--- config.mk ---
export PLATFORM = sky130hd
export DESIGN_NAME = dcache_array
export DESIGN_NICKNAME = d
export VERILOG_FILES = /design/src/lsu_pkg.sv /design/src/dcache_array.sv
export SDC_FILE = /design/constraint.sdc
export NUM_CORES = 2
export LEC_CHECK = 0
export BUFFER_PORTS_ARGS = -buffer_cell sky130_fd_sc_hd__clkbuf_2
export CAP_MARGIN = 15
export CORE_MARGIN = 4
export CORE_UTILIZATION = 30
export DETAILED_ROUTE_END_ITERATION = 10
export SYNTH_ARGS = -nofsm -noshare
export SYNTH_HDL_FRONTEND = slang
export SYNTH_MEMORY_MAX_BITS = 65536
export SYNTH_SLANG_ARGS = --single-unit
--- constraint.sdc ---
create_clock -name clk -period 6.3 [get_ports clk]
set_input_delay 1.26 -clock clk [delete_from_list [all_inputs] [get_ports clk]]
set_output_delay 1.26 -clock clk [all_outputs]
set_load 0.03 [all_outputs]
--- src/lsu_pkg.sv ---
package lsu_pkg;

    // Data path
    localparam int XLEN   = 64;
    localparam int STRB_W = XLEN / 8;

    // Word address split, byte offset bits are implied zero
    localparam int ADDR_W     = 13;
    localparam int INDEX_W    = 6;
    localparam int TAG_W      = ADDR_W - INDEX_W;
    localparam int BYTE_OFF_W = 3;

    // AXI4-Lite bus
    localparam int AXI_ADDR_W = 32;

    localparam logic [1:0] RESP_OKAY   = 2'b00;
    localparam logic [1:0] RESP_SLVERR = 2'b10;

    typedef struct packed {
        logic              is_store;
        logic [ADDR_W-1:0] addr;
        logic [XLEN-1:0]   store_data;
        logic [STRB_W-1:0] store_mask;
    } lsu_req_t;

    typedef struct packed {
        logic [XLEN-1:0] load_data;
        logic            access_fault;
    } lsu_rsp_t;

    // Master driven
    typedef struct packed {
        logic [AXI_ADDR_W-1:0] araddr;
        logic                  arvalid;
        logic                  rready;
        logic [AXI_ADDR_W-1:0] awaddr;
        logic                  awvalid;
        logic [XLEN-1:0]       wdata;
        logic [STRB_W-1:0]     wstrb;
        logic                  wvalid;
        logic                  bready;
    } axil_m2s_t;

    // Slave driven
    typedef struct packed {
        logic            arready;
        logic            rvalid;
        logic [XLEN-1:0] rdata;
        logic [1:0]      rresp;
        logic            awready;
        logic            wready;
        logic            bvalid;
        logic [1:0]      bresp;
    } axil_s2m_t;

    typedef struct packed {
        logic              start;
        logic              is_store;
        logic [ADDR_W-1:0] addr;
        logic [XLEN-1:0]   wdata;
        logic [STRB_W-1:0] wstrb;
    } bus_cmd_t;

    typedef struct packed {
        logic            done;
        logic [XLEN-1:0] data;
        logic [1:0]      resp;
    } bus_result_t;

endpackage

--- src/dcache_array.sv ---
`timescale 1ns/1ps

module dcache_array (
    input  logic                            clk,
    input  logic                            rst,
    input  logic [lsu_pkg::ADDR_W-1:0]      lookup_addr,
    output logic                            hit,
    output logic [lsu_pkg::XLEN-1:0]        rdata,
    input  logic                            wr_en,
    input  logic [lsu_pkg::ADDR_W-1:0]      wr_addr,
    input  logic [lsu_pkg::XLEN-1:0]        wr_data,
    input  logic [lsu_pkg::STRB_W-1:0]      wr_mask,
    input  logic                            wr_fill
);

    localparam int LINES = 1 << lsu_pkg::INDEX_W;

    logic [lsu_pkg::TAG_W-1:0] tag_mem [LINES];
    logic [lsu_pkg::XLEN-1:0]  data_mem [LINES];
    logic [LINES-1:0]          valid;

    logic [lsu_pkg::INDEX_W-1:0] rd_index;
    logic [lsu_pkg::TAG_W-1:0]   rd_tag;

    logic [lsu_pkg::INDEX_W-1:0] wr_index;
    logic [lsu_pkg::TAG_W-1:0]   wr_tag;
    logic                        wr_line_hit;
    logic [lsu_pkg::XLEN-1:0]    merged;

    assign wr_index = wr_addr[lsu_pkg::INDEX_W-1:0];
    assign wr_tag   = wr_addr[lsu_pkg::ADDR_W-1:lsu_pkg::INDEX_W];

    // Lookup address is registered, arrays are read after the edge.
    // A write on the lookup edge is therefore already visible.
    always_ff @(posedge clk) begin
        if (rst) begin
            rd_index <= '0;
            rd_tag   <= '0;
        end else begin
            rd_index <= lookup_addr[lsu_pkg::INDEX_W-1:0];
            rd_tag   <= lookup_addr[lsu_pkg::ADDR_W-1:lsu_pkg::INDEX_W];
        end
    end

    assign hit   = valid[rd_index] && (tag_mem[rd_index] == rd_tag);
    assign rdata = data_mem[rd_index];

    // Store merge only touches a valid line with the same tag
    assign wr_line_hit = valid[wr_index] && (tag_mem[wr_index] == wr_tag);

    always_comb begin
        merged = data_mem[wr_index];
        for (int b = 0; b < lsu_pkg::STRB_W; b++) begin
            if (wr_mask[b]) begin
                merged[b*8 +: 8] = wr_data[b*8 +: 8];
            end
        end
    end

    always_ff @(posedge clk) begin
        if (rst) begin
            valid <= '0;
        end else if (wr_en && wr_fill) begin
            valid[wr_index] <= 1'b1;
        end
    end

    always_ff @(posedge clk) begin
        if (wr_en && (wr_fill || wr_line_hit)) begin
            data_mem[wr_index] <= merged;
        end
        if (wr_en && wr_fill) begin
            tag_mem[wr_index] <= wr_tag;
        end
    end

    a_hit_known: assert property (@(posedge clk) disable iff (rst) !$isunknown(hit))
        else $error("cache hit is unknown");

endmodule

**Word level (Yosys, flattened, before mapping)**

Memories as Yosys holds them, arrays and structs flattened. A register that Yosys moved wholly into a read port is not among the register bits.
Index checks and enable logic that the tools add are counted.
W data, S select, Z words.

- Order comparisons: 3
- Equal/unequal tests: 10
- Multiplexer cells: 20
- Bitwise gates (word level): 1
- Reduce and logical (&&, ||, !) cells: 14

Operators with widths:

| operator | count |
|---|---|
| $mux W8 | 8 |
| $or A64 B64 Y64 | 1 |
| $reduce_and A2 Y1 | 8 |
| $eq A7 B7 Y1 | 2 |
| $lt A6 B7 Y1 const B | 2 |
| $bmux W1 S6 | 2 |
| $mux W6 | 2 |
| $ne A1 B1 Y1 const B | 8 |
| $mux W1 | 7 |
| $demux W1 S6 | 1 |
| $ge A6 B1 Y1 const B | 1 |
| $logic_and A1 B1 Y1 | 5 |
| $logic_or A1 B1 Y1 | 1 |

- Flip-flop bits (word level): 77
- Memory bits (writable): 4,544
- Memories kept: 2

Memories:

| name | words | bits a word | read ports | clocked after memory_dff | wr ports | RTL line | source |
|---|---|---|---|---|---|---|---|
| data_mem | 64 | 64 | 1 | 1 | 1 | dcache_array.sv:19 | `logic [lsu_pkg::XLEN-1:0] data_mem [LINES];` |
| tag_mem | 64 | 7 | 2 | 1 | 1 | dcache_array.sv:18 | `logic [lsu_pkg::TAG_W-1:0] tag_mem [LINES];` |

**Logic depth before layout (Yosys ltp)**

- Depth after elaboration: 8
- Gate-level depth with buffers: 14
- Mapped depth without buffers: 8

**Least setup slack after synthesis**

No wires, ideal clock.

- Kind: reg-to-output
- From: register rd_index[0] (netlist name)
- To: output rdata[0] (netlist name)
- Data arrival time: 3.548 ns
- Setup slack: 1.492 ns
- Stages on the path, launching flop included: 9
- Buffers on the path: 5
- Cells stage by stage: dfxtp_1 clkbuf_1 buf_2 buf_2 clkbuf_1 buf_1 mux4_2 mux4_2 mux4_2

RTL lines:

| item | RTL line | source |
|---|---|---|
| to (decl) | dcache_array.sv:8 | `output logic [lsu_pkg::XLEN-1:0] rdata,` |

==> summary.txt <==
Outcome
  – Run status: finished clean

Yosys
  – Commonest cells post-synth: edfxtp_1, mux4_2, and3_1
  – Post-synth top area cell: edfxtp_1
  – Post-synth cell types: 62
  – Synth top area share: 74.49%
  – Sequential-to-total area share from yosys stat: 75.33%
  – Number of flops mapped to enable cells by yosys: 4544
  – Synthesized area: 0.1832 mm^2
  – Syn Inst Count: 7964
  – Mean Syn Cell Area: 23.00 um^2
  – Register bit total from synthesis: 4621
  – Main synth FF type: edfxtp_1
  – Ys Warns: 0
  – Synth top area cells: edfxtp_1, mux4_2, and3_1, dfxtp_1, clkbuf_1
  – Cell with the most instances after synthesis: edfxtp_1
  – Async S/R FF share, synth: 0%
  – Synth Net Count: 8066

STA
  – Part of the cycle the worst path needs: 96.34%
  – RSZ-0062 raised after global routing: no
  – Hold_ws: 483.4 ps
  – Finish-stage setup viols: 0
  – Relative slew slack: 9.711%
  – Slew Limit Fails: 0
  – Setup TNS: 0 ps
  – Fmax: 164.8 MHz
  – Worst-margin pin slew: 1353 ps
  – Min Tclk post-route: 6069 ps
  – Clock skew: 119.3 ps
  – PnR worst setup slack: 230.7 ps
  – Final Hold Vio Count: 0

Clock tree
  – Post-CTS sizing: 0
  – Clock tree sinks: 4621
  – Hold_buf cts: 0
  – Reg clk slew, reported paths: 60 ps
  – Clock Latency Late Sink: 1070 ps
  – CTS tree: built
  – Worst-case clock buffer depth: 4
  – H-tree lvl count: 5
  – Number of setup buffers added after CTS: 0
  – Root Buffer: clkbuf_16
  – TritonCTS buffer count: 443

GRT
  – First-pass GRT wire length: 747.0 mm
  – Vias in the first global route: 92970
  – Overall Global Routing Usage: 16.62%
  – Pin count of the biggest net entering global routing: 105
  – Grt total ovfl: 0
  – Initial antenna violation count: 118

Final layout
  – FF+latch area: 0.1380 mm^2
  – Fill cells: 54950
  – Layout Area Growth over Synthesis: 18.82%
  – Final Util: 35.82%
  – Layout cell share with drive strength beyond 1: 37.15%
  – Area of the multi-input gates: 0.04295 mm^2
  – Final net count: 9111

Place
  – Port bufs: 166
  – Placer Congestion: 0.8606
  – Hpwl dp: 342.9 mm
  – Dpl ws: 439.9 ps

Flow run
  – Max-cap viol count: 0

Floorplan
  – Initial Util: 30.15%
  – Die ar.: 0.6232 mm^2
  – Die height: 789.4 um
  – Ports: 167
  – Core footprint: 0.6076 mm^2
  – Rows: 286
  – Die X: 789.4 um

Setup path
  – Crit path arrival time: 4810 ps
  – Crit path launch: rd_index[0]
  – Critical path's slowest cell: dfxtp_4
  – CP most frequent cell: mux4_2
  – CP peak stage delay: 960 ps
  – Crit-path max FO: 29
  – RR Startpoint: tag_mem[62][6]
  – CP required: 5040 ps
  – WS Path Type: reg2out
  – Critical Path End Type: primary output
  – CP startpoint kind: flop
  – Crit-path cells: buf_12 -> buf_12 -> mux4_2 -> mux4_2 -> mux4_2 -> clkbuf_2

Power
  – Power Dens Cells: 297.8 mW/mm^2
  – Worst vdd ir: 0.0002347 V
  – Total Power: 64820 uW
  – Leak: 0.06883 uW

Hold path
  – Hold Crit Class: in2reg
  – Hold_sp: lookup_addr[12]

Routing
  – Post-route DRC: 0
  – DRT Pass-1 Iters: 8
  – Initial DRC count: 12960
  – Avg WL per Cell: 30.15 um
  – Vias: 93110
  – Detailed Route WL: 531.9 mm
  – Antenna Nets Post-Route: 0
  – DR vias/cell: 5.277
[cell type report]
type                       instances  area share [%]
clock buffer                     530           5.315
sequential                      4621           63.41
inverter                           3        0.005174
timing repair buffer            1152           5.171
antenna                          184          0.2115
clock inverter                   302           1.518
tap                             8064           4.636
multi-input combinational       2788           19.74
[worst paths after layout]
path / endpoint / slack [ps] / cells after the start
setup / recovery: rdata[11] / 230 / 6
hold / removal: rd_tag[6] / 480 / 2
setup reg to reg: data_mem[60][1] / 2280 / 10
hold reg to reg: valid[58] / 500 / 2
[cells by family after synthesis]
kind of cell	count (synthesis)	synth area share [%]
xor+xnor	8	0.03825
simple gates	920	2.794
mux	1683	19.78
compound gates	177	0.7390
buf+inv	555	1.318
flops	4621	75.33
[placed cells by master (no fill, tap or decap), types with 7 or more instances in the layout]
master	n
edfxtp_1	4544
mux4_2	1547
buf_4	757
and3_1	519
clkbuf_16	448
buf_12	233
diode_2	184
clkbuf_2	154
nor2_1	131
mux2i_1	106
clkinv_1	82
clkinv_2	81
clkbuf_1	77
dfxtp_1	71
nor3_1	70
nor2_2	66
a22oi_1	66
bufinv_16	51
nand3_1	34
clkinvlp_4	31
nand2_1	30
mux2_2	30
a221oi_1	24
clkinv_4	21
nor2b_1	17
a21oi_1	16
inv_6	16
clkinv_16	11
o21ai_0	10
o22ai_1	9
nor3b_1	8
nand4_1	8
xnor2_1	8
nand3b_1	7
a31oi_1	7
a211oi_1	7
[per-stage QoR]
stage	area [um^2]	instances
2_1_floorplan	183200	7964
3_3_place_gp	202200	16620
3_5_place_dp	202300	16630
4_1_cts	217200	17460
5_1_grt	217300	17490
6_report	217700	17640
[registers in the layout, summed over array words and instances (netlist names)]
signal	count
data_mem	4096
tag_mem	448
valid	64
rd_index	6
rd_tag	7
[metal layers]
| layer | track usage, % | vias to the layer above | wire length, um |
|---|---|---|---|
| met2 | 26.42 | 5720 | 254500 |
| met5 | 0 | - | 324 |
| li1 | - | 36730 | - |
| met4 | 6.161 | 48 | 19040 |
| met1 | 22.41 | 49670 | 204000 |
| met3 | 3.697 | 940 | 54090 |
[critical path: cells and delay by family, from the launching register on]
family | cells | cell delay, ps
muxes | 3 | 1810
DFF | 1 | 960
buffers and inverters | 3 | 880
[report_power, final]
group | total, uW | switching (uW) | internal (uW)
logic | 3820 | 2400 | 1420
registers | 33900 | 64.4 | 33800
clock network | 27100 | 11800 | 15300
Power figures use the tool's default switching activity.
