## src/lsu_pkg.sv

```systemverilog
package lsu_pkg;

    // Data path
    localparam int XLEN   = 64;
    localparam int STRB_W = XLEN / 8;

    // Word address split, byte offset bits are implied zero
    localparam int ADDR_W     = 13;
    localparam int INDEX_W    = 6;
    localparam int TAG_W      = ADDR_W - INDEX_W;
    localparam int BYTE_OFF_W = 3;

    // AXI4-Lite bus
    localparam int AXI_ADDR_W = 32;

    localparam logic [1:0] RESP_OKAY   = 2'b00;
    localparam logic [1:0] RESP_SLVERR = 2'b10;

    typedef struct packed {
        logic              is_store;
        logic [ADDR_W-1:0] addr;
        logic [XLEN-1:0]   store_data;
        logic [STRB_W-1:0] store_mask;
    } lsu_req_t;

    typedef struct packed {
        logic [XLEN-1:0] load_data;
        logic            access_fault;
    } lsu_rsp_t;

    // Master driven
    typedef struct packed {
        logic [AXI_ADDR_W-1:0] araddr;
        logic                  arvalid;
        logic                  rready;
        logic [AXI_ADDR_W-1:0] awaddr;
        logic                  awvalid;
        logic [XLEN-1:0]       wdata;
        logic [STRB_W-1:0]     wstrb;
        logic                  wvalid;
        logic                  bready;
    } axil_m2s_t;

    // Slave driven
    typedef struct packed {
        logic            arready;
        logic            rvalid;
        logic [XLEN-1:0] rdata;
        logic [1:0]      rresp;
        logic            awready;
        logic            wready;
        logic            bvalid;
        logic [1:0]      bresp;
    } axil_s2m_t;

    typedef struct packed {
        logic              start;
        logic              is_store;
        logic [ADDR_W-1:0] addr;
        logic [XLEN-1:0]   wdata;
        logic [STRB_W-1:0] wstrb;
    } bus_cmd_t;

    typedef struct packed {
        logic            done;
        logic [XLEN-1:0] data;
        logic [1:0]      resp;
    } bus_result_t;

endpackage

```

## src/axil_master_port.sv

```systemverilog
`timescale 1ns/1ps

module axil_master_port (
    input  logic                    clk,
    input  logic                    rst,
    input  lsu_pkg::bus_cmd_t       cmd,
    output lsu_pkg::bus_result_t    result,
    output lsu_pkg::axil_m2s_t      axil_out,
    input  lsu_pkg::axil_s2m_t      axil_in
);

    localparam int PAD_W = lsu_pkg::AXI_ADDR_W - lsu_pkg::ADDR_W - lsu_pkg::BYTE_OFF_W;

    logic ar_valid;
    logic r_ready;
    logic aw_valid;
    logic w_valid;
    logic b_ready;

    logic [lsu_pkg::AXI_ADDR_W-1:0] addr_q;
    logic [lsu_pkg::XLEN-1:0]       wdata_q;
    logic [lsu_pkg::STRB_W-1:0]     wstrb_q;

    logic rd_fire;
    logic wr_fire;

    assign rd_fire = axil_in.rvalid && r_ready;
    assign wr_fire = axil_in.bvalid && b_ready;

    always_ff @(posedge clk) begin
        if (rst) begin
            ar_valid <= 1'b0;
            r_ready  <= 1'b0;
            aw_valid <= 1'b0;
            w_valid  <= 1'b0;
            b_ready  <= 1'b0;
        end else begin
            if (cmd.start && !cmd.is_store) begin
                ar_valid <= 1'b1;
                r_ready  <= 1'b1;
            end else begin
                if (axil_in.arready) begin
                    ar_valid <= 1'b0;
                end
                if (rd_fire) begin
                    r_ready <= 1'b0;
                end
            end
            // AW and W leave together but complete on their own
            if (cmd.start && cmd.is_store) begin
                aw_valid <= 1'b1;
                w_valid  <= 1'b1;
                b_ready  <= 1'b1;
            end else begin
                if (axil_in.awready) begin
                    aw_valid <= 1'b0;
                end
                if (axil_in.wready) begin
                    w_valid <= 1'b0;
                end
                if (wr_fire) begin
                    b_ready <= 1'b0;
                end
            end
        end
    end

    always_ff @(posedge clk) begin
        if (cmd.start) begin
            addr_q  <= {{PAD_W{1'b0}}, cmd.addr, {lsu_pkg::BYTE_OFF_W{1'b0}}};
            wdata_q <= cmd.wdata;
            wstrb_q <= cmd.wstrb;
        end
    end

    assign axil_out.araddr  = addr_q;
    assign axil_out.arvalid = ar_valid;
    assign axil_out.rready  = r_ready;
    assign axil_out.awaddr  = addr_q;
    assign axil_out.awvalid = aw_valid;
    assign axil_out.wdata   = wdata_q;
    assign axil_out.wstrb   = wstrb_q;
    assign axil_out.wvalid  = w_valid;
    assign axil_out.bready  = b_ready;

    assign result.done = rd_fire || wr_fire;
    assign result.data = axil_in.rdata;
    assign result.resp = rd_fire ? axil_in.rresp : axil_in.bresp;

    // Payload must hold until the handshake, even if a new command shows up
    a_ar_stable: assert property (@(posedge clk) disable iff (rst)
        axil_out.arvalid && !axil_in.arready |=> $stable(axil_out.araddr))
        else $error("araddr changed while waiting for arready");

    a_aw_stable: assert property (@(posedge clk) disable iff (rst)
        axil_out.awvalid && !axil_in.awready |=> $stable(axil_out.awaddr))
        else $error("awaddr changed while waiting for awready");

    a_w_stable: assert property (@(posedge clk) disable iff (rst)
        axil_out.wvalid && !axil_in.wready |=> $stable({axil_out.wdata, axil_out.wstrb}))
        else $error("write data changed while waiting for wready");

endmodule

```

## config.mk

```make
export PLATFORM = sky130hd
export DESIGN_NAME = axil_master_port
export DESIGN_NICKNAME = d
export VERILOG_FILES = /design/src/lsu_pkg.sv /design/src/axil_master_port.sv
export SDC_FILE = /design/constraint.sdc
export NUM_CORES = 1
export LEC_CHECK = 0
export ABC_AREA = 1
export BUFFER_PORTS_ARGS = -buffer_cell sky130_fd_sc_hd__buf_2
export CAP_MARGIN = 20
export CORE_AREA = 3 3 144 146
export DETAILED_ROUTE_END_ITERATION = 10
export DIE_AREA = 0 0 147 149
export HOLD_SLACK_MARGIN = 0.02
export PLACE_DENSITY = 0.49
export SYNTH_ARGS = -nofsm -noshare
export SYNTH_HDL_FRONTEND = slang
export SYNTH_SLANG_ARGS = --single-unit
```

## constraint.sdc

```tcl
create_clock -name clk -period 0.8 [get_ports clk]
set_clock_uncertainty 0.1 [all_clocks]
set_input_delay 0.12 -clock clk [delete_from_list [all_inputs] [get_ports clk]]
set_output_delay 0.12 -clock clk [all_outputs]
set_load 0.005 [all_outputs]
```

# Word level (Yosys, flattened, before mapping)
# Cells that the tools add are included.
# Widths: inputs -> output; s select.
[word_totals]
register_bits = 90
latch_bits = 0
mem_bits_rw = 0
romBits = 0
inputBits = 162
wordCells = 30
n_memories = 0
[classes]
addsub = 0
multipliers = 0
div_mod_pow = 0
order_cmp = 0
eq_ne = 0
shifts = 0
mux = 11
bitwise = 0
n_reduce_logical = 11
[op_table]
columns = ["op", "count"]
rows = [
  ["$mux 1", 10],
  ["$reduce_bool 2->1", 5],
  ["$logic_and 1x1->1", 4],
  ["$mux 2", 1],
  ["$logic_not 1->1", 1],
  ["$logic_or 1x1->1", 1],
]

# Longest topological paths before layout
[depth]
depth_word = 3
depth_mapped = 3

# Worst setup path before layout
# No wires, ideal clock.
[synth_path]
path_type = "reg-to-output"
start = "register r_ready"
end = "output result[0] in the netlist's numbering"
arrival_time_ns = 0.548
t_required_ns = 0.580
setup_slack_ns = 0.032
path_stages_with_launch = 4
n_path_buf = 0
path_cell_list = "dfxtp_1 > nand2_1 > nand2_1 > nand2_1"
[synth_rtl]
columns = ["element", "line_no", "text"]
rows = [
  ["start, declared", "axil_master_port.sv:15", "logic r_ready;"],
  ["start signal, assigned", "axil_master_port.sv:33", "r_ready <= 1'b0;"],
  ["start signal, assigned", "axil_master_port.sv:40", "r_ready <= 1'b1;"],
  ["start signal, assigned", "axil_master_port.sv:46", "r_ready <= 1'b0;"],
  ["end, declared", "axil_master_port.sv:7", "output lsu_pkg::bus_result_t result,"],
]

==> impl_metrics.ini <==
[run_status]
outcome = complete, but fails checks
violations = hold timing, setup timing

[clock_tree]
hold_buffers = 88
cts_made_buffers = 9
clk-insertion-delay-late_ps = 330
clk_pin_slew_ps = 70
clockRootBuffer = clkbuf_16
cts_tree = done
cts.htree.levels = 3
tritoncts_num_sinks = 90
clock_tree.buffer_depth = 2

[setup_path]
crit_path_class = reg2out
critical_path.max_stage_delay_ps = 380
critPathTopFamily = flip-flops
crit_path_top_delay_cell = dfxtp_4
crit_chain = nand2_4 > nand2_1 > nand2_1 > buf_2
timing.critical_path.from = r_ready
worst-path-max-fanout = 5
critPathMostFrequentCell = nand2_1
critPathRequiredTime_ps = 580
buffers_inverters_on_critical_path = 1
critical_path.endpoint_type = primary output
critPathArrivalTime_ps = 990
regToRegStartpoint = r_ready
critPathLaunchType = flip-flop

[hold_path]
worst_hold_path_type = in2reg
hp_start = axil_in[3]

[drt]
avgViaCountPerCell = 3.31
number_of_drc_violations_after_detailed_routing_iteration_0 = 52
detailroute.via_count = 2427
drcViolationCount = 0
average_wire_per_cell_in_the_routed_design_um = 15.0
ant_nets = 0
dr.pass1.iters = 4
wl_um = 11000

[die]
core_area_um2 = 19500
chipHeight_um = 149
io-pin-count = 370
floorplan.rows = 51
starting_density = 0.188
floorplan.die.width_um = 147
floorplan.die_area_um2 = 21900

[yosys]
seq_area_frac_synth = 0.723
ys_warn_count = 0
avgSynthCellArea_um2 = 15.4
synth_cell_type_count = 9
synth-seq-cells = 90
yosys-top-cells-area = edfxtp_1, buf_4, dfxtp_1
synth_commonest_cells = buf_4, edfxtp_1, nand2_1, inv_1, dfxtp_1
most_area_hungry_cell_type_in_the_yosys_netlist = edfxtp_1
synth_area_um2 = 3670
ys.flop_type = edfxtp_1
synthesis.instances = 238
most_instantiated_library_cell_after_synthesis = buf_4
synth_top_area_frac = 0.695
synth_enable_flop_cells = 85
fraction_of_registers_with_async_set_or_reset_after_synthesis = 0

[grt]
grt.overflow.total = 0
grt_pass1_wl_um = 15100
global_route.usage.total = 0.0935
antenna_found_initial = 2
number_of_global_route_vias_before_repair = 2486
maximum_number_of_pins_on_one_net_before_global_route_repair = 24

[placed_design]
placed_area_um2 = 4340
dp_hpwl_um = 8660
gpl.final_weighted_congestion = 0.727
post-place-ws_ps = -153
port_buffers = 203

[cells_and_area]
syn_to_final_growth_pct = 53.2
final_cell_area_um2 = 5620
fin_nets = 625
drive_gt1_frac = 0.501

[power]
leakagePower_nw = 2.54
irDropWorstVdd_mv = 0.875
power_switching_share = 0.207
clock_power_share = 0.387
comb_power_share = 0.117
sw_power_mw = 2.37
power_density_nw_per_um2 = 2040
design_power_total_mw = 11.5
pwr-share-seq = 0.496
internal_power_summed_over_all_cells_mw = 9.08

[job]
max-cap-violations = 0

[timing]
rsz0062_at_grt = true
final-setup-viol-count = 113
holdWs_ps = -55.8
report.final.slew_viol_count = 0
final_min_period_over_clock_period = 1.52
min_period_ps = 1210
hold_violations = 3
max_freq_mhz = 825
final_tns_setup_ps = -28130
fin_ws_ps = -412
## final cells by class
cell class | count | area [µm²]
Fill cell | 1994 | 13900
Multi-Input combinational cell | 59 | 251
Tap cell | 265 | 332
Inverter | 6 | 22.5
Clock buffer | 9 | 225
Timing Repair Buffer | 297 | 2040
Clock inverter | 6 | 90.1
Sequential cell | 90 | 2660
Antenna cell | 2 | 5.00
## kinds of logic (layout without fill, tap and decap cells)
| logic type | Yosys count | in the layout | share of synthesized area |
|---|---|---|---|
| AOI/OAI and AO/OA | 5 | 5 | 0.00784 |
| buffers and inverters | 126 | 318 | 0.252 |
| DFF | 90 | 90 | 0.723 |
| other | 1 | 40 | 0.00102 |
| and+or+nand+nor | 16 | 16 | 0.0170 |
## cell usage in the layout (no fill, tap or decap), types with 2 or more instances in the layout
cell and n:
conb_1 38, nand3_1 2, buf_12 2, nand2_1 12, inv_6 2, dlygate4sd3_1 79, clkbuf_16 9, edfxtp_1 85
dlymetal6s4s_1 9, buf_6 6, buf_4 8, a21oi_1 2, a21oi_2 3, diode_2 2, buf_2 193, inv_1 6
bufinv_16 2, dfxtp_2 4
## metrics by stage
step / util / cells
floorplan: - / 275
global placement: 0.222 / 631
detailed placement: 0.222 / 631
CTS: 0.286 / 735
global route: 0.288 / 733
finish: 0.288 / 734
## sequential cells by signal, indices dropped and copies added, names as in the netlist
name      cells
r_ready       1
w_valid       1
addr_q       13
ar_valid      1
aw_valid      1
wstrb_q       8
wdata_q      64
b_ready       1
## what timing repair did
item / 4_1_cts / 5_1_grt
buffers inserted: 1 / 0
pin swaps: 0 / 2
gates resized for setup: 14 / 15
gates cloned: 0 / 0
setup endpoints to repair: 106 / 119
hold endpoints to repair: 91 / 3
## tightest hold or removal path, cell delays in order
cell and delay [ps]:
buf_2 80, inv_1 30, nand2_1 50, a21oi_1 60
## path summary, 6_finish.rpt
kind / to / slack [ps] / cells past startpoint
setup reg to reg: r_ready / 70 / 2
setup / recovery: result[0] / -410 / 4
hold reg to reg: aw_valid / 370 / 2
hold / removal: w_valid / -60 / 4
## power by group through the flow
stage / registers, mW / logic (mW) / clock network, mW
6_report: 5.68 / 1.34 / 4.43
5_1_grt: 5.71 / 1.46 / 4.75
4_1_cts: 5.68 / 1.34 / 4.57
3_5_place_dp: 5.78 / 0.967 / 0
3_3_place_gp: 5.77 / 0.970 / 0
2_1_floorplan: 5.82 / 0.562 / 0
## routing by layer
metal | share of wire | global-route usage | vias up | wire length (µm)
li1 | - | - | 1100 | -
met1 | 0.27 | 0.0738 | 1085 | 3010
met4 | 0.042 | 0.0559 | 0 | 463
met3 | 0.12 | 0.0416 | 51 | 1380
met5 | 0 | 0 | - | 0
met2 | 0.56 | 0.185 | 191 | 6170
(Power assumes the default switching activity.)
