$ cat src/lsu_pkg.sv
package lsu_pkg;

    // Data path
    localparam int XLEN   = 64;
    localparam int STRB_W = XLEN / 8;

    // Word address split, byte offset bits are implied zero
    localparam int ADDR_W     = 13;
    localparam int INDEX_W    = 6;
    localparam int TAG_W      = ADDR_W - INDEX_W;
    localparam int BYTE_OFF_W = 3;

    // AXI4-Lite bus
    localparam int AXI_ADDR_W = 32;

    localparam logic [1:0] RESP_OKAY   = 2'b00;
    localparam logic [1:0] RESP_SLVERR = 2'b10;

    typedef struct packed {
        logic              is_store;
        logic [ADDR_W-1:0] addr;
        logic [XLEN-1:0]   store_data;
        logic [STRB_W-1:0] store_mask;
    } lsu_req_t;

    typedef struct packed {
        logic [XLEN-1:0] load_data;
        logic            access_fault;
    } lsu_rsp_t;

    // Master driven
    typedef struct packed {
        logic [AXI_ADDR_W-1:0] araddr;
        logic                  arvalid;
        logic                  rready;
        logic [AXI_ADDR_W-1:0] awaddr;
        logic                  awvalid;
        logic [XLEN-1:0]       wdata;
        logic [STRB_W-1:0]     wstrb;
        logic                  wvalid;
        logic                  bready;
    } axil_m2s_t;

    // Slave driven
    typedef struct packed {
        logic            arready;
        logic            rvalid;
        logic [XLEN-1:0] rdata;
        logic [1:0]      rresp;
        logic            awready;
        logic            wready;
        logic            bvalid;
        logic [1:0]      bresp;
    } axil_s2m_t;

    typedef struct packed {
        logic              start;
        logic              is_store;
        logic [ADDR_W-1:0] addr;
        logic [XLEN-1:0]   wdata;
        logic [STRB_W-1:0] wstrb;
    } bus_cmd_t;

    typedef struct packed {
        logic            done;
        logic [XLEN-1:0] data;
        logic [1:0]      resp;
    } bus_result_t;

endpackage

$ cat src/load_store_ctrl.sv
`timescale 1ns/1ps

module load_store_ctrl (
    input  logic                            clk,
    input  logic                            rst,
    input  logic                            req_fire,
    input  lsu_pkg::lsu_req_t               held_req,
    input  logic                            hit,
    input  logic [lsu_pkg::XLEN-1:0]        rdata,
    output logic                            wr_en,
    output logic [lsu_pkg::ADDR_W-1:0]      wr_addr,
    output logic [lsu_pkg::XLEN-1:0]        wr_data,
    output logic [lsu_pkg::STRB_W-1:0]      wr_mask,
    output logic                            wr_fill,
    output lsu_pkg::bus_cmd_t               cmd,
    input  lsu_pkg::bus_result_t            result,
    output logic                            busy,
    output logic                            done,
    output lsu_pkg::lsu_rsp_t               rsp
);

    typedef enum logic [1:0] {
        IDLE,
        CHECK,
        LOAD_WAIT,
        STORE_WAIT
    } state_t;

    state_t state;

    logic load_hit;
    logic waiting;
    logic resp_ok;

    assign load_hit = (state == CHECK) && !held_req.is_store && hit;
    assign waiting  = (state == LOAD_WAIT) || (state == STORE_WAIT);
    assign resp_ok  = result.resp == lsu_pkg::RESP_OKAY;

    // Misses and all stores go out on the bus
    assign cmd.start    = (state == CHECK) && (held_req.is_store || !hit);
    assign cmd.is_store = held_req.is_store;
    assign cmd.addr     = held_req.addr;
    assign cmd.wdata    = held_req.store_data;
    assign cmd.wstrb    = held_req.store_mask;

    always_comb begin
        done             = 1'b0;
        rsp.load_data    = '0;
        rsp.access_fault = 1'b0;
        case (state)
            CHECK: begin
                done          = load_hit;
                rsp.load_data = rdata;
            end
            LOAD_WAIT: begin
                done             = result.done;
                rsp.load_data    = result.data;
                rsp.access_fault = !resp_ok;
            end
            STORE_WAIT: begin
                done             = result.done;
                rsp.access_fault = !resp_ok;
            end
            default: begin
                done = 1'b0;
            end
        endcase
    end

    // Free again in the done cycle so a new request can be taken there
    assign busy = (state != IDLE) && !done;

    // Refill on a good read, store merge on a good write.
    // The cache itself drops the merge when the line is not present.
    assign wr_en   = waiting && result.done && resp_ok;
    assign wr_fill = state == LOAD_WAIT;
    assign wr_addr = held_req.addr;
    assign wr_data = (state == LOAD_WAIT) ? result.data : held_req.store_data;
    assign wr_mask = (state == LOAD_WAIT) ? '1 : held_req.store_mask;

    always_ff @(posedge clk) begin
        if (rst) begin
            state <= IDLE;
        end else begin
            case (state)
                IDLE: begin
                    if (req_fire) begin
                        state <= CHECK;
                    end
                end
                CHECK: begin
                    if (cmd.start) begin
                        state <= held_req.is_store ? STORE_WAIT : LOAD_WAIT;
                    end else if (!req_fire) begin
                        state <= IDLE;
                    end
                end
                default: begin
                    if (result.done) begin
                        state <= req_fire ? CHECK : IDLE;
                    end
                end
            endcase
        end
    end

    a_no_done_idle: assert property (@(posedge clk) disable iff (rst)
        done |-> state != IDLE)
        else $error("done raised while idle");

    // Port must only answer a command that this FSM is waiting on
    a_result_when_waiting: assert property (@(posedge clk) disable iff (rst)
        result.done |-> waiting)
        else $error("bus result outside a wait state");

endmodule

$ cat config.mk
export PLATFORM = sky130hd
export DESIGN_NAME = load_store_ctrl
export DESIGN_NICKNAME = d
export VERILOG_FILES = /design/src/lsu_pkg.sv /design/src/load_store_ctrl.sv
export SDC_FILE = /design/constraint.sdc
export NUM_CORES = 1
export LEC_CHECK = 0
export BUFFER_PORTS_ARGS = -buffer_cell sky130_fd_sc_hd__buf_4
export CELL_PAD_IN_SITES_DETAIL_PLACEMENT = 0
export CELL_PAD_IN_SITES_GLOBAL_PLACEMENT = 1
export CORE_AREA = 2 2 179 181
export DETAILED_ROUTE_END_ITERATION = 10
export DIE_AREA = 0 0 181 183
export PLACE_DENSITY_LB_ADDON = 0.1
export REMOVE_ABC_BUFFERS = 1
export SYNTH_ARGS = -nofsm -noshare
export SYNTH_HDL_FRONTEND = slang
export SYNTH_SLANG_ARGS = --single-unit
export TNS_END_PERCENT = 50
$ cat constraint.sdc
create_clock -name clk -period 2.19 [get_ports clk]
set_input_delay 0.438 -clock clk [delete_from_list [all_inputs] [get_ports clk]]
set_output_delay 0.438 -clock clk [all_outputs]
set_load 0.02 [all_outputs]
; Yosys cells after proc, flatten, opt, wreduce, memory -nomap -nowiden
; Cells that the tools add are included.
; W data, S select, Z words.
[op_classes]
n_addsub = 0
mul = 0
n_div = 0
order_cmp = 0
n_eq_ne = 5
shifts = 0
muxes = 12
bitwise = 0
reduce_logical = 18
[op_table]
columns = op, count
row1 = $pmux W64 S2, 1
row2 = $mux W64, 1
row3 = $mux W2, 4
row4 = $mux W8, 1
row5 = $logic_and A1 B1 Y1, 6
row6 = $eq A2 B2 Y1 const B, 2
row7 = $logic_not A1 Y1, 4
row8 = $logic_not A2 Y1, 2
row9 = $pmux W2 S2, 1
row10 = $mux W1, 3
row11 = $ne A3 B3 Y1 const B, 1
row12 = $reduce_and A3 Y1, 1
row13 = $reduce_bool A3 Y1, 1
row14 = $eq A2 B1 Y1 const B, 1
row15 = $logic_or A1 B1 Y1, 2
row16 = $ne A2 B2 Y1 const B, 1
row17 = $pmux W1 S2, 1
row18 = $reduce_bool A2 Y1, 1
row19 = $reduce_or A2 Y1, 1
[totals]
register_bits = 2
latch_bits = 0
ram_bits = 0
rom_bits = 0
inputBits = 221
output_inout_bits = 241
wordCells = 36
memories = 0

; Longest topological paths before layout
[depth]
ltp_word = 6
ltp_mapped = 6
depth_no_buf = 5

; Worst setup path after synthesis
; No wires, ideal clock.
[synth_path]
path_kind = reg2out
start = register state[0]
end = output rsp[10] in the netlist's numbering
arrival_time_ps = 1678
t_required_ps = 1752
setup_slack_ps = 74
stages_incl_launch_ff = 7
path_buffers = 2
path_cell_list = dfxtp_1 > inv_1 > ha_1 > buf_2 > buf_2 > nand2_1 > a21boi_0
[synth_rtl]
columns = item, line_no
row1 = from (decl), load_store_ctrl.sv:29  ; state_t state;
row2 = from (signal assigned), load_store_ctrl.sv:93  ; state <= held_req.is_store ? STORE_WAIT : LOAD_WAIT;
row3 = from (signal assigned), load_store_ctrl.sv:100  ; state <= req_fire ? CHECK : IDLE;
row4 = to (decl), load_store_ctrl.sv:19  ; output lsu_pkg::lsu_rsp_t rsp

==> run_results.csv <==
group,metric,value,unit
synthesis,ys_types,25,
sta,fin_crit,2100,ps
place,post-place-ws,151,ps
clocking,cts_hold_buf,0,
setup_path,crit_buf_inv,3,
place,io_buffers,422,
setup_path,end_kind,"output pin",
clocking,clockBufferDepth,2,
cells_and_area,n_antenna_cell,0,
setup_path,r2r_start,"state[1]$_SDFFE_PP0P_",
floorplanning,rows,65,
power_and_ir_drop,power.density,446,nW/um^2
cells_and_area,drive_gt1_frac,0.573,
setup_path,cp_max_fo,17,
cells_and_area,nNetsFinal,1022,
grt,grt_max_degree,44,
routing,drt_first_iter_violations,65,
clocking,postCtsSetupBuffers,0,
synthesis,synth_area_leaders,"buf_4, nand2_1, a21boi_0, o21ai_0, inv_1",
sta,worst_pin_slew,248,ps
sta,finalClockSkew,1.96,ps
sta,slew_violations,0,
cells_and_area,reg_top3,"state (2)",
setup_path,worstPathCellList,"inv_2, ha_4, bufbuf_16, a21boi_0, buf_4",
grt,antenna_found_initial,0,
clocking,ctsRootBufferMaster,"clkbuf_16",
clocking,htreeDepth,1,
cells_and_area,area_delta_synth_final,115,%
floorplanning,die_x,181,um
synthesis,ys_warn_count,0,
sta,tns,0,ps
cells_and_area,largest_register,"state",
cells_and_area,largest_reg_flops,2,
setup_path,critPathTopFamily,"buffers and inverters",
synthesis,syn-instance-count,486,
setup_path,criticalPathCategory,"reg -> out",
sta,max_slew_margin,0.833,
routing,viasPerCell,3.38,
synthesis,yosys.area.top_type,"buf_4",
sta,finalHoldViolCount,0,
sta,min_period_over_period,0.961,
min_path,min_path_type,"in -> reg",
routing,vias,4037,
setup_path,max_stage_delay,370,ps
floorplanning,num_io_pins,462,
clocking,clock_latency,220,ps
synthesis,synth_top_area_share,0.287,
setup_path,cp_slowest_cell,"dfxtp_2",
routing,drtAntennaViolNets,0,
place,place_congestion,0.693,
clocking,clk_pin_slew,30,ps
routing,drtPass1Iterations,4,
grt,grt_pass1_wl,24700,um
floorplanning,die-area,33100,um^2
floorplanning,die-height,183,um
grt,grt-ovfl-total,0,
synthesis,syn_area_per_cell,5.55,um^2
routing,m1WireLength,5980,um
routing,wl_met2,9780,um
routing,route.detailed.drc,0,
synthesis,syn_area,2700,um^2
sta,fin_ws,85.1,ps
place,hpwlAfterDp,14600,um
power_and_ir_drop,power_leakage,3.01,nW
floorplanning,initial_core_util,0.0864,
clocking,cts_tree,"done",
sta,setup_viol,0,
synthesis,ys_seq_area_frac,0.0148,
flow_run,cap_viol_max_count,0,
sta,fmax,475,MHz
floorplanning,core_area,31200,um^2
routing,wl_per_cell,14.7,um
run_status,status,"completed",
setup_path,critPathLaunch,"state[0]$_SDFFE_PP0P_",
routing,wirelength,17500,um
grt,grt_use_total,0.0956,
sta,rsz0062_at_grt,"true",
routing,wl_met3,1760,um
synthesis,ys_ff_latch,2,
setup_path,cp_data_required_time,1750,ps
power_and_ir_drop,ir_worst_vdd,0.000151,V
clocking,cts_inserted_buffers,3,
clocking,cts.sinks,2,
grt,grt_pass1_vias,4139,
min_path,hold_start,"rst",
setup_path,cp.arrival,1670,ps
setup_path,start_kind,"flip-flop",
routing,highest_layer,"met4",
## power breakdown
group / leakage, nW / internal [mW] / switching (mW)
logic: 2.95 / 1.07 / 1.19
clock network: 0.0370 / 0.232 / 0.0428
registers: 0.0172 / 0.0443 / 0.0102
## layer usage
layer / up-vias / GRT usage
met2: 244 / 0.198
met1: 1740 / 0.0950
met5: - / 0
met3: 4 / 0.0322
met4: 0 / 0.00585
li1: 2049 / -
## through the flow
stage                     area (um^2)  instances  utilization  hold slack, ps  power, mW
after floorplan                  1820        358            -             475      0.960
after global placement           5650       1191        0.181             562       2.29
after detailed placement         5650       1191        0.181             541       2.26
after CTS                        5770       1195        0.185             384       2.62
after global routing             5810       1196        0.186             389       2.79
final                            5810       1196        0.186             384       2.59
## final cells by class
| type | count | area (um^2) |
|---|---|---|
| flip-flops and latches | 2 | 42.5 |
| fillers | 3661 | 25400 |
| multi-input cells | 289 | 1570 |
| well taps | 402 | 503 |
| repair buffers | 433 | 3370 |
| inverters | 67 | 251 |
| clock buffers | 3 | 75.1 |
## cell usage in the layout (no fill, tap or decap), types with 2 or more instances in the layout
cell and n:
or2_2 8, a21boi_1 27, dfxtp_2 2, inv_2 2, ha_4 3, buf_12 6, o21ai_0 65, clkbuf_16 4
ha_1 2, nor2b_1 2, buf_4 425, inv_1 65, a21boi_2 2, nand2_1 128, a21boi_0 35, a21oi_1 2
nand2b_1 2, nor3_1 2
## Yosys cell counts
cell type and count:
o22a_1 1, a31oi_1 1, nand3_1 1, nand2b_1 2, clkbuf_1 16, a21boi_1 19
nand2_1 128, buf_2 9, a211oi_2 1, ha_1 5, a21oi_1 2, nor3_1 2
nor2b_1 2, a21boi_0 45, o21ai_0 66, nor2_1 1, dfxtp_1 2, mux2_2 1
and4b_1 1, buf_4 103, and2_1 1, o31a_1 1, or2_2 8, inv_1 67
o31ai_1 1
## cells by family after synthesis
logic type / after synthesis / share of synthesized area
adders and majority gates: 5 / 0.0232
muxes: 1 / 0.00417
DFF: 2 / 0.0148
and+or+nand+nor: 146 / 0.219
buffers and inverters: 195 / 0.419
AOI/OAI and AO/OA: 137 / 0.320
## final timing paths
kind	endpoint	slack [ps]	cells after the start
max	rsp[23]	90	5
min	state[1]$_SDFFE_PP0P_	380	2
max reg2reg	state[0]$_SDFFE_PP0P_	630	6
min reg2reg	state[1]$_SDFFE_PP0P_	520	2
## timing repair
action | 4_1_cts | 5_1_grt
gates resized for setup | 5 | 14
pin swaps | 1 | 1
endpoints found under the hold margin | 0 | 0
gates cloned | 1 | 1
setup endpoints to repair | 14 | 34
No activity file was read; power rests on OpenSTA's default activity.
