--- config.mk ---
export PLATFORM = sky130hd
export DESIGN_NAME = lsu_request_stage
export DESIGN_NICKNAME = d
export VERILOG_FILES = /design/src/lsu_pkg.sv /design/src/lsu_request_stage.sv
export SDC_FILE = /design/constraint.sdc
export NUM_CORES = 1
export LEC_CHECK = 0
export BUFFER_PORTS_ARGS = -buffer_cell sky130_fd_sc_hd__buf_2
export CAP_MARGIN = 20
export CORE_MARGIN = 1
export CORE_UTILIZATION = 40
export CTS_BUF_LIST = sky130_fd_sc_hd__clkbuf_8
export DETAILED_ROUTE_END_ITERATION = 6
export PLACE_DENSITY_LB_ADDON = 0.15
export REMOVE_ABC_BUFFERS = 1
export SLEW_MARGIN = 20
export SYNTH_ARGS = -nofsm -noshare
export SYNTH_HDL_FRONTEND = slang
export SYNTH_SLANG_ARGS = --single-unit
--- constraint.sdc ---
create_clock -name clk -period 4.25 [get_ports clk]
set_input_delay 0.425 -clock clk [delete_from_list [all_inputs] [get_ports clk]]
set_output_delay 0.425 -clock clk [all_outputs]
set_load 0.03 [all_outputs]
--- src/lsu_pkg.sv ---
package lsu_pkg;

    // Data path
    localparam int XLEN   = 64;
    localparam int STRB_W = XLEN / 8;

    // Word address split, byte offset bits are implied zero
    localparam int ADDR_W     = 13;
    localparam int INDEX_W    = 6;
    localparam int TAG_W      = ADDR_W - INDEX_W;
    localparam int BYTE_OFF_W = 3;

    // AXI4-Lite bus
    localparam int AXI_ADDR_W = 32;

    localparam logic [1:0] RESP_OKAY   = 2'b00;
    localparam logic [1:0] RESP_SLVERR = 2'b10;

    typedef struct packed {
        logic              is_store;
        logic [ADDR_W-1:0] addr;
        logic [XLEN-1:0]   store_data;
        logic [STRB_W-1:0] store_mask;
    } lsu_req_t;

    typedef struct packed {
        logic [XLEN-1:0] load_data;
        logic            access_fault;
    } lsu_rsp_t;

    // Master driven
    typedef struct packed {
        logic [AXI_ADDR_W-1:0] araddr;
        logic                  arvalid;
        logic                  rready;
        logic [AXI_ADDR_W-1:0] awaddr;
        logic                  awvalid;
        logic [XLEN-1:0]       wdata;
        logic [STRB_W-1:0]     wstrb;
        logic                  wvalid;
        logic                  bready;
    } axil_m2s_t;

    // Slave driven
    typedef struct packed {
        logic            arready;
        logic            rvalid;
        logic [XLEN-1:0] rdata;
        logic [1:0]      rresp;
        logic            awready;
        logic            wready;
        logic            bvalid;
        logic [1:0]      bresp;
    } axil_s2m_t;

    typedef struct packed {
        logic              start;
        logic              is_store;
        logic [ADDR_W-1:0] addr;
        logic [XLEN-1:0]   wdata;
        logic [STRB_W-1:0] wstrb;
    } bus_cmd_t;

    typedef struct packed {
        logic            done;
        logic [XLEN-1:0] data;
        logic [1:0]      resp;
    } bus_result_t;

endpackage

--- src/lsu_request_stage.sv ---
`timescale 1ns/1ps

module lsu_request_stage (
    input  logic                            clk,
    input  logic                            rst,
    input  logic                            req_valid,
    input  lsu_pkg::lsu_req_t               req,
    input  logic                            busy,
    output logic                            req_fire,
    output lsu_pkg::lsu_req_t               held_req,
    output logic [lsu_pkg::ADDR_W-1:0]      lookup_addr
);

    // Accept only while the unit is free
    assign req_fire = req_valid && !busy;

    // Request payload, captured on the accepting edge
    always_ff @(posedge clk) begin
        if (req_fire) begin
            held_req <= req;
        end
    end

    // While free the cache sees the incoming address, so the lookup
    // lands on the same edge that accepts the request
    assign lookup_addr = busy ? held_req.addr : req.addr;

    property p_fire_addr_known;
        @(posedge clk) disable iff (rst)
        req_fire |-> !$isunknown(req.addr);
    endproperty

    property p_fire_store_mask;
        @(posedge clk) disable iff (rst)
        req_fire && req.is_store |-> req.store_mask != '0;
    endproperty

    property p_fire_store_data_known;
        @(posedge clk) disable iff (rst)
        req_fire && req.is_store |-> !$isunknown(req.store_data);
    endproperty

    a_fire_addr_known: assert property (p_fire_addr_known)
        else $error("accepted request with unknown address");

    a_fire_store_mask: assert property (p_fire_store_mask)
        else $error("accepted store with empty byte mask");

    a_fire_store_data_known: assert property (p_fire_store_data_known)
        else $error("accepted store with unknown data");

endmodule

=== Yosys cells after proc, flatten, opt, wreduce, memory -nomap -nowiden ===
Cells that the tools add are included.

* Register bits: 86
* Input bits: 90
* Logic and storage cells: 7

* Mux-type cells: 1
* Reduce and logical (&&, ||, !) cells: 2

{| class="wikitable"
|+ Operators by type and width
! kind !! number
|-
| $mux 13 || 1
|-
| $logic_and 1x1->1 || 1
|-
| $logic_not 1->1 || 1
|}

=== Logic depth before layout (Yosys ltp) ===
Gate-level depths: netlist (run 1).

* Word-level depth: 2
* Depth in mapped cells: 2
* Depth with buffers taken out: 1

=== Worst setup path before layout (run 1) ===
OpenSTA, ideal clock, no wires.

* Path type: input port to output port
* From: in busy
* To: out req_fire
* Arrival time: 1811 ps
* Path slack: 2014 ps
* Stages on the path: 2
* Cell sequence: buf_6 -> and2b_2

* Longest elaborated chain between the ends: 2

{| class="wikitable"
|+ RTL lines
! what !! RTL line !! RTL
|-
| start: declaration || lsu_request_stage.sv:8 || <nowiki>input logic busy,</nowiki>
|-
| $logic_not 1->1 || lsu_request_stage.sv:15 || <nowiki>assign req_fire = req_valid && !busy;</nowiki>
|-
| $logic_and 1x1->1 || lsu_request_stage.sv:15 ||
|-
| end: declaration || lsu_request_stage.sv:9 || <nowiki>output logic req_fire,</nowiki>
|}

No other way between the ends.

=== Final worst setup path (run 1) ===
Ends and elaborated chain as after synthesis.

==> summary.txt, run 1 <==
Power
  • Tot Pwr: 1820 µW
  • Max IR drop VDD: 0.238 mV
  • P_sw: 475 µW
  • Seq pwr share: between 50% and 60%
  • Power Internal: 1340 µW
  • PD cells: 458 nW/µm²
  • Sw frac: a little over a quarter
  • Clock power share: between 20 and 30%
  • Leakage: 0.00170 µW
  • Gate power share: around 15%

Die
  • Core Area: 6490 µm²
  • Initial Utilization: 42.3%
  • IO Count: 190
  • Row count: 29
  • Die Width: 84.9 µm
  • Die area: 7210 µm²
  • Die Ht: approximately 85 µm

GRT
  • Total congestion overflow: 0
  • Largest net degree at the start of global routing: 57
  • Initial antenna violation count: 0
  • GRT Util Overall: 15.7%
  • First-pass GRT wire length: 8.14 mm
  • Vias in the first global route: about 1700

STA
  • Final setup viols: 0
  • Min Tclk post-route: 2.20 ns
  • RSZ-0062 raised after global routing: no
  • Sum Neg Setup Slack: 0 ns
  • Worst-margin pin slew: 0.788 ns
  • Pins over their slew limit: 0
  • Slew HR: 47.5%
  • Final WS setup: 2.05 ns
  • Fmax: 455 MHz
  • Period utilization: about half
  • Endpoints failing hold: 0

Synth
  • Synth Area in Compound Gates: 0%
  • Synthesis-stage register bit count: 86
  • Synth cell types: 4
  • Post-Synth Simple-Gate Area: 0.319%
  • Synth Area in XOR/XNOR: 0%
  • Netlist area before placement: 2750 µm²
  • Register area share after synthesis: 93.9%
  • Post-synthesis mux area share: ~5.3%
  • Yosys warns: 0
  • Syn Inst Count: 101
  • Largest family of logic cells by synthesized area: multiplexers
  • Synth Area in Adders: 0%
  • Mean post-synth cell area: 27.2 µm²

Finish
  • Commonest non-fill, non-tap cell in the layout: buf_2
  • Most frequent cells in the layout: 188 x buf_2, 86 x edfxtp_1, 13 x mux2_2, 9 x clkbuf_8, 2 x clkinvlp_4
  • Most flops, register: held_req
  • Biggest regs: held_req (86)
  • Fin util: 61.2%
  • Max reg flops: between 80 and 90
  • Antenna cells: 0
  • Non-Filler Instances: 382
  • Layout Nets: slightly below 400
  • Synthesis-to-finish area growth: 44.6%
  • Share of cells above drive strength 1: 71.1%

Worst setup path
  • Required @ worst endpoint: about 3.8 ns
  • Worst setup EP type: primary output
  • Slowest stage delay, CP: 0.81 ns
  • Worst path depth: 3
  • CP Buf/Inv Count: 2
  • CP Launch Type: input pin
  • Crit path DAT: 1.77 ns
  • Worst Setup Path Type: in2out
  • Crit path max-delay family: simple AND/OR/NAND/NOR gates
  • CP cell instances: buf_2 -> and2b_4 -> buf_2
  • Crit path max-delay cell type: and2b_4
  • Crit-path most repeated cell: buf_2
  • Crit Path Max Fanout: 56

Route
  • Routed len/inst: about 14 µm
  • Initial DRC Count: 84
  • TritonRoute pass-1 iters: 7
  • Overall routed net length: between 5 and 6 mm
  • Antenna viol nets, final: 0
  • Detailed-route via count: 1711
  • Vias per Instance: 4.48
  • DRC violations left: 14

Placed design
  • Hpwl dp: 4.13 mm
  • I/O Buffers: 188
  • RD Place Congestion: 0.756
  • Pre-CTS WS: 1.90 ns
  • Placed insts: roughly 370

Clock tree
  • H-tree depth: 3
  • CTS tree: yes
  • Post-cts hold buffer count: 0
  • Postcts setup bufs: 0
  • CTS Buffer Depth: 2
  • Worst-path clk slew: roughly 0.080 ns
  • Cts bufs inserted: 9
  • Clock Sinks: 86
  • PostCTS Resize Cnt: 0
  • Root Driver: clkbuf_8

Hold path
  • Hold path start: req[58]
  • Worst hold stages: 1
  • Hold Crit Class: in2reg
  • WHS Endpoint: held_req[58]

Run status
  • Status: complete, but fails checks
  • Violated checks: design-rule violations

Flow run
  • Max-capacitance violation count: 0
==> cell families after synthesis <==
| kind of cell | after synthesis |
|---|---|
| buf+inv | 1 |
| flops | 86 |
| mux | 13 |
| simple gates | 1 |
==> power groups by stage <==
stage | Combinational [µW] | Sequential (µW) | Clock, µW
after floorplan | 47.2 | 1150 | 0
after global placement | 270 | 1030 | 0
after detailed placement | 272 | 1030 | 0
after CTS | 272 | 1010 | 558
after global routing | 282 | 1020 | 595
final | 269 | 1010 | 541
==> layout make-up <==
cell class	count	area, µm²
Multi-Input combinational cell	14	156
Sequential cell	86	2580
Clock inverter	7	66.3
Timing Repair Buffer	189	948
Clock buffer	9	124
Fill cell	493	2520
Tap cell	77	96.3
==> synth_stat cells <==
| library cell | n | share of area (%) |
|---|---|---|
| edfxtp_1 | 86 | 94 |
| mux2_2 | 13 | 5.3 |
| and2b_2 | 1 | 0.32 |
| buf_6 | 1 | 0.41 |
==> per-stage QoR <==
step | hold slack (ns) | cell area [µm²]
2_1_floorplan | 0.524 | 2740
6_report | 0.255 | 3970
3_3_place_gp | 0.601 | 3780
3_5_place_dp | 0.603 | 3780
4_1_cts | 0.231 | 3970
5_1_grt | 0.221 | 3970
==> routing by layer <==
metal | track usage, % | vias to the layer above | wire (µm)
met1 | 15.9 | 772 | 1970
li1 | - | 804 | -
met4 | 11.2 | 0 | 152
met3 | 6.91 | 12 | 623
met2 | 25.9 | 123 | 2790
met5 | 0 | - | 0
==> worst max-delay path by stage <==
stage	to	startpoint	slack, ns
finish	req_fire	busy	2.05
CTS	req_fire	busy	2.02
global placement	held_req[78]	busy	1.94
detailed placement	held_req[75]	busy	1.90
floorplan	req_fire	busy	2.14
global route	req_fire	busy	1.97
Power figures use the tool's default switching activity.
==> inputs of run 2 (changes only) <==
CORE_UTILIZATION = 38   (was 40)
clock period = 1.8 ns   (was 4.25 ns; I/O delays follow)
==> run 2 against run 1 <==
The flow now finishes without violations. Sequential cell count did not move. Cell area rose by 19%. Non-clock buffer count rose by 70. Sequential share of layout area fell by 10 points.
==> summary.txt, run 2 (synthesis results as in run 1) <==
STA
  • Slew HR: 79.3% (was 47.5%)
  • Sum Neg Setup Slack: 0 ns (unchanged)
  • Worst-margin pin slew: 0.310 ns (was 0.788 ns)
  • Final setup viols: 0 (unchanged)
  • Period utilization: 79.5%
  • Fmax: 699 MHz
  • RSZ-0062 raised after global routing: no (unchanged)
  • Min Tclk post-route: approximately 1.4 ns
  • Pins over their slew limit: 0 (unchanged)
  • Endpoints failing hold: 0 (unchanged)

GRT
  • Total congestion overflow: 0 (unchanged)
  • First-pass GRT wire length: 9.17 mm (was 8.14 mm)
  • GRT Util Overall: 16.9% (was 15.7%)
  • Largest net degree at the start of global routing: 45 (was 57)
  • Initial antenna violation count: 0 (unchanged)
  • Vias in the first global route: 1899 (was 1680)

Die
  • Initial Utilization: 39.8% (was 42.3%)
  • Core Area: 6910 µm² (was 6490 µm²)
  • IO Count: 190 (unchanged)
  • Row count: 30 (was 29)
  • Die Ht: 87.1 µm (was 84.9 µm)
  • Die Width: 87.1 µm (was 84.9 µm)
  • Die area: 7580 µm² (was 7210 µm²)

Worst setup path
  • Crit path max-delay family: buffers and inverters (was simple AND/OR/NAND/NOR gates)
  • Required @ worst endpoint: 1.62 ns (was 3.83 ns)
  • Worst Setup Path Type: in2out (unchanged)
  • Crit path DAT: 1.25 ns (was 1.77 ns)
  • CP cell instances: dlygate4sd3_1 -> buf_2 -> mux2_2 -> buf_2 (was buf_2 -> and2b_4 -> buf_2)
  • CP endpoint: lookup_addr[7] (was req_fire)
  • CP Buf/Inv Count: 3 (was 2)
  • Worst path depth: 4 (was 3)
  • Crit-path most repeated cell: buf_2 (unchanged)
  • Crit Path Max Fanout: 2 (was 56)
  • Crit path from: req[79] (was busy)
  • Slowest stage delay, CP: 0.53 ns (was 0.81 ns)
  • Worst setup EP type: primary output (unchanged)
  • CP Launch Type: input pin (unchanged)
  • Crit path max-delay cell type: dlygate4sd3_1 (was and2b_4)

Hold path
  • Worst hold stages: 1 (unchanged)
  • Hold Crit Class: in2reg (unchanged)

Finish
  • Antenna cells: 0 (unchanged)
  • Most frequent cells in the layout: 188 x buf_2, 86 x edfxtp_1, 68 x dlygate4sd3_1, 13 x mux2_2, 9 x clkbuf_8 (was 188 x buf_2, 86 x edfxtp_1, 13 x mux2_2, 9 x clkbuf_8, 2 x clkinvlp_4)
  • Commonest non-fill, non-tap cell in the layout: buf_2 (unchanged)
  • Max reg flops: 86 (unchanged)
  • Fin util: 68.6% (was 61.2%)
  • Synthesis-to-finish area growth: 72.3% (was 44.6%)
  • Post-route cell area: 4740 µm² (was 3970 µm²)
  • Most flops, register: held_req (unchanged)
  • Non-Filler Instances: 471 (was 382)
  • Layout Nets: 460 (was 390)
  • Biggest regs: held_req (86) (unchanged)
  • Share of cells above drive strength 1: 58.9% (was 71.1%)

Clock tree
  • CTS Buffer Depth: 2 (unchanged)
  • Worst-path clk slew: 0.08 ns (about the same)
  • CTS tree: yes (unchanged)
  • H-tree depth: 3 (unchanged)
  • Root Driver: clkbuf_8 (unchanged)
  • Cts bufs inserted: 9 (unchanged)
  • Postcts setup bufs: 0 (unchanged)
  • Clock Sinks: 86 (unchanged)

Power
  • Tot Pwr: 4600 µW (was 1820 µW)
  • Leakage: 0.00201 µW (was 0.00170 µW)
  • PD cells: 972 nW/µm² (was 458 nW/µm²)
  • Max IR drop VDD: 0.515 mV (was 0.238 mV)

Placed design
  • RD Place Congestion: 0.735 (was 0.756)
  • Post-place instance area: 3830 µm² (was 3780 µm²)
  • I/O Buffers: 188 (unchanged)
  • Placed insts: 387 (was 366)
  • Hpwl dp: 4.46 mm (was 4.13 mm)

Flow run
  • Max-capacitance violation count: 0 (unchanged)

Route
  • Routed wl met2: 3.33 mm (was 2.79 mm)
  • Met3 wire length: 699 µm (was 623 µm)
  • Vias per Instance: 4.17 (was 4.48)
  • Detailed-route via count: 1966 (was 1711)
  • DRC violations left: 0 (was 14)
  • Overall routed net length: 6.60 mm (was 5.53 mm)
  • Initial DRC Count: 62 (was 84)
  • WL met1: 2.49 mm (was 1.97 mm)
  • Routed len/inst: 14.0 µm (was 14.5 µm)
  • Top Layer Used: met4 (unchanged)
  • TritonRoute pass-1 iters: 4 (was 7)
  • Antenna viol nets, final: 0 (unchanged)

Run status
  • Status: completed (was complete, but fails checks)
==> run 2: what timing repair did <==
| item | CTS | global route |
|---|---|---|
| hold buffers | 47 | 21 |
| resized for setup | 0 | 0 |
| setup endpoints to repair | 0 | 0 |
| hold endpoints to repair | 47 | 21 |
==> run 2: routing by layer <==
metal,up-vias,GRT usage (%)
met1,896,17.6
li1,945,-
met2,118,29.6
met3,7,7.30
met4,0,7.27
met5,-,0
==> run 2: final cells by class <==
class / count / area, µm²
clock buffers: 9 / 124
multi-input cells: 14 / 156
fillers: 543 / 2170
flip-flops and latches: 86 / 2580
well taps: 96 / 120
clock inverters: 7 / 96.3
repair buffers: 259 / 1660
==> run 2: how the worst min path moves through the flow <==
stage                  from            to  slack [ns]
detailed placement  req[38]  held_req[38]        0.36
global route         req[5]   held_req[5]   -0.000009
global placement     req[9]   held_req[9]        0.36
finish              req[58]  held_req[58]        0.01
CTS                  req[3]   held_req[3]     0.00002
floorplan            req[0]   held_req[0]        0.28
==> run 2: power by group <==
group          switching, µW  total, µW  internal [µW]  leakage [µW]
combinational            470        764            294       0.00110
clock                    668       1450            783      0.000102
sequential              35.8       2390           2350      0.000807
total                   1170       4600           3430       0.00201
==> run 2: through the flow <==
stage                     hold WS [ns]  setup slack, ns
after floorplan                  0.279          -0.0462
after global placement           0.356            0.402
after detailed placement         0.358            0.369
after CTS                    0.0000223            0.392
after global routing       -0.00000888            0.352
final                           0.0138            0.370
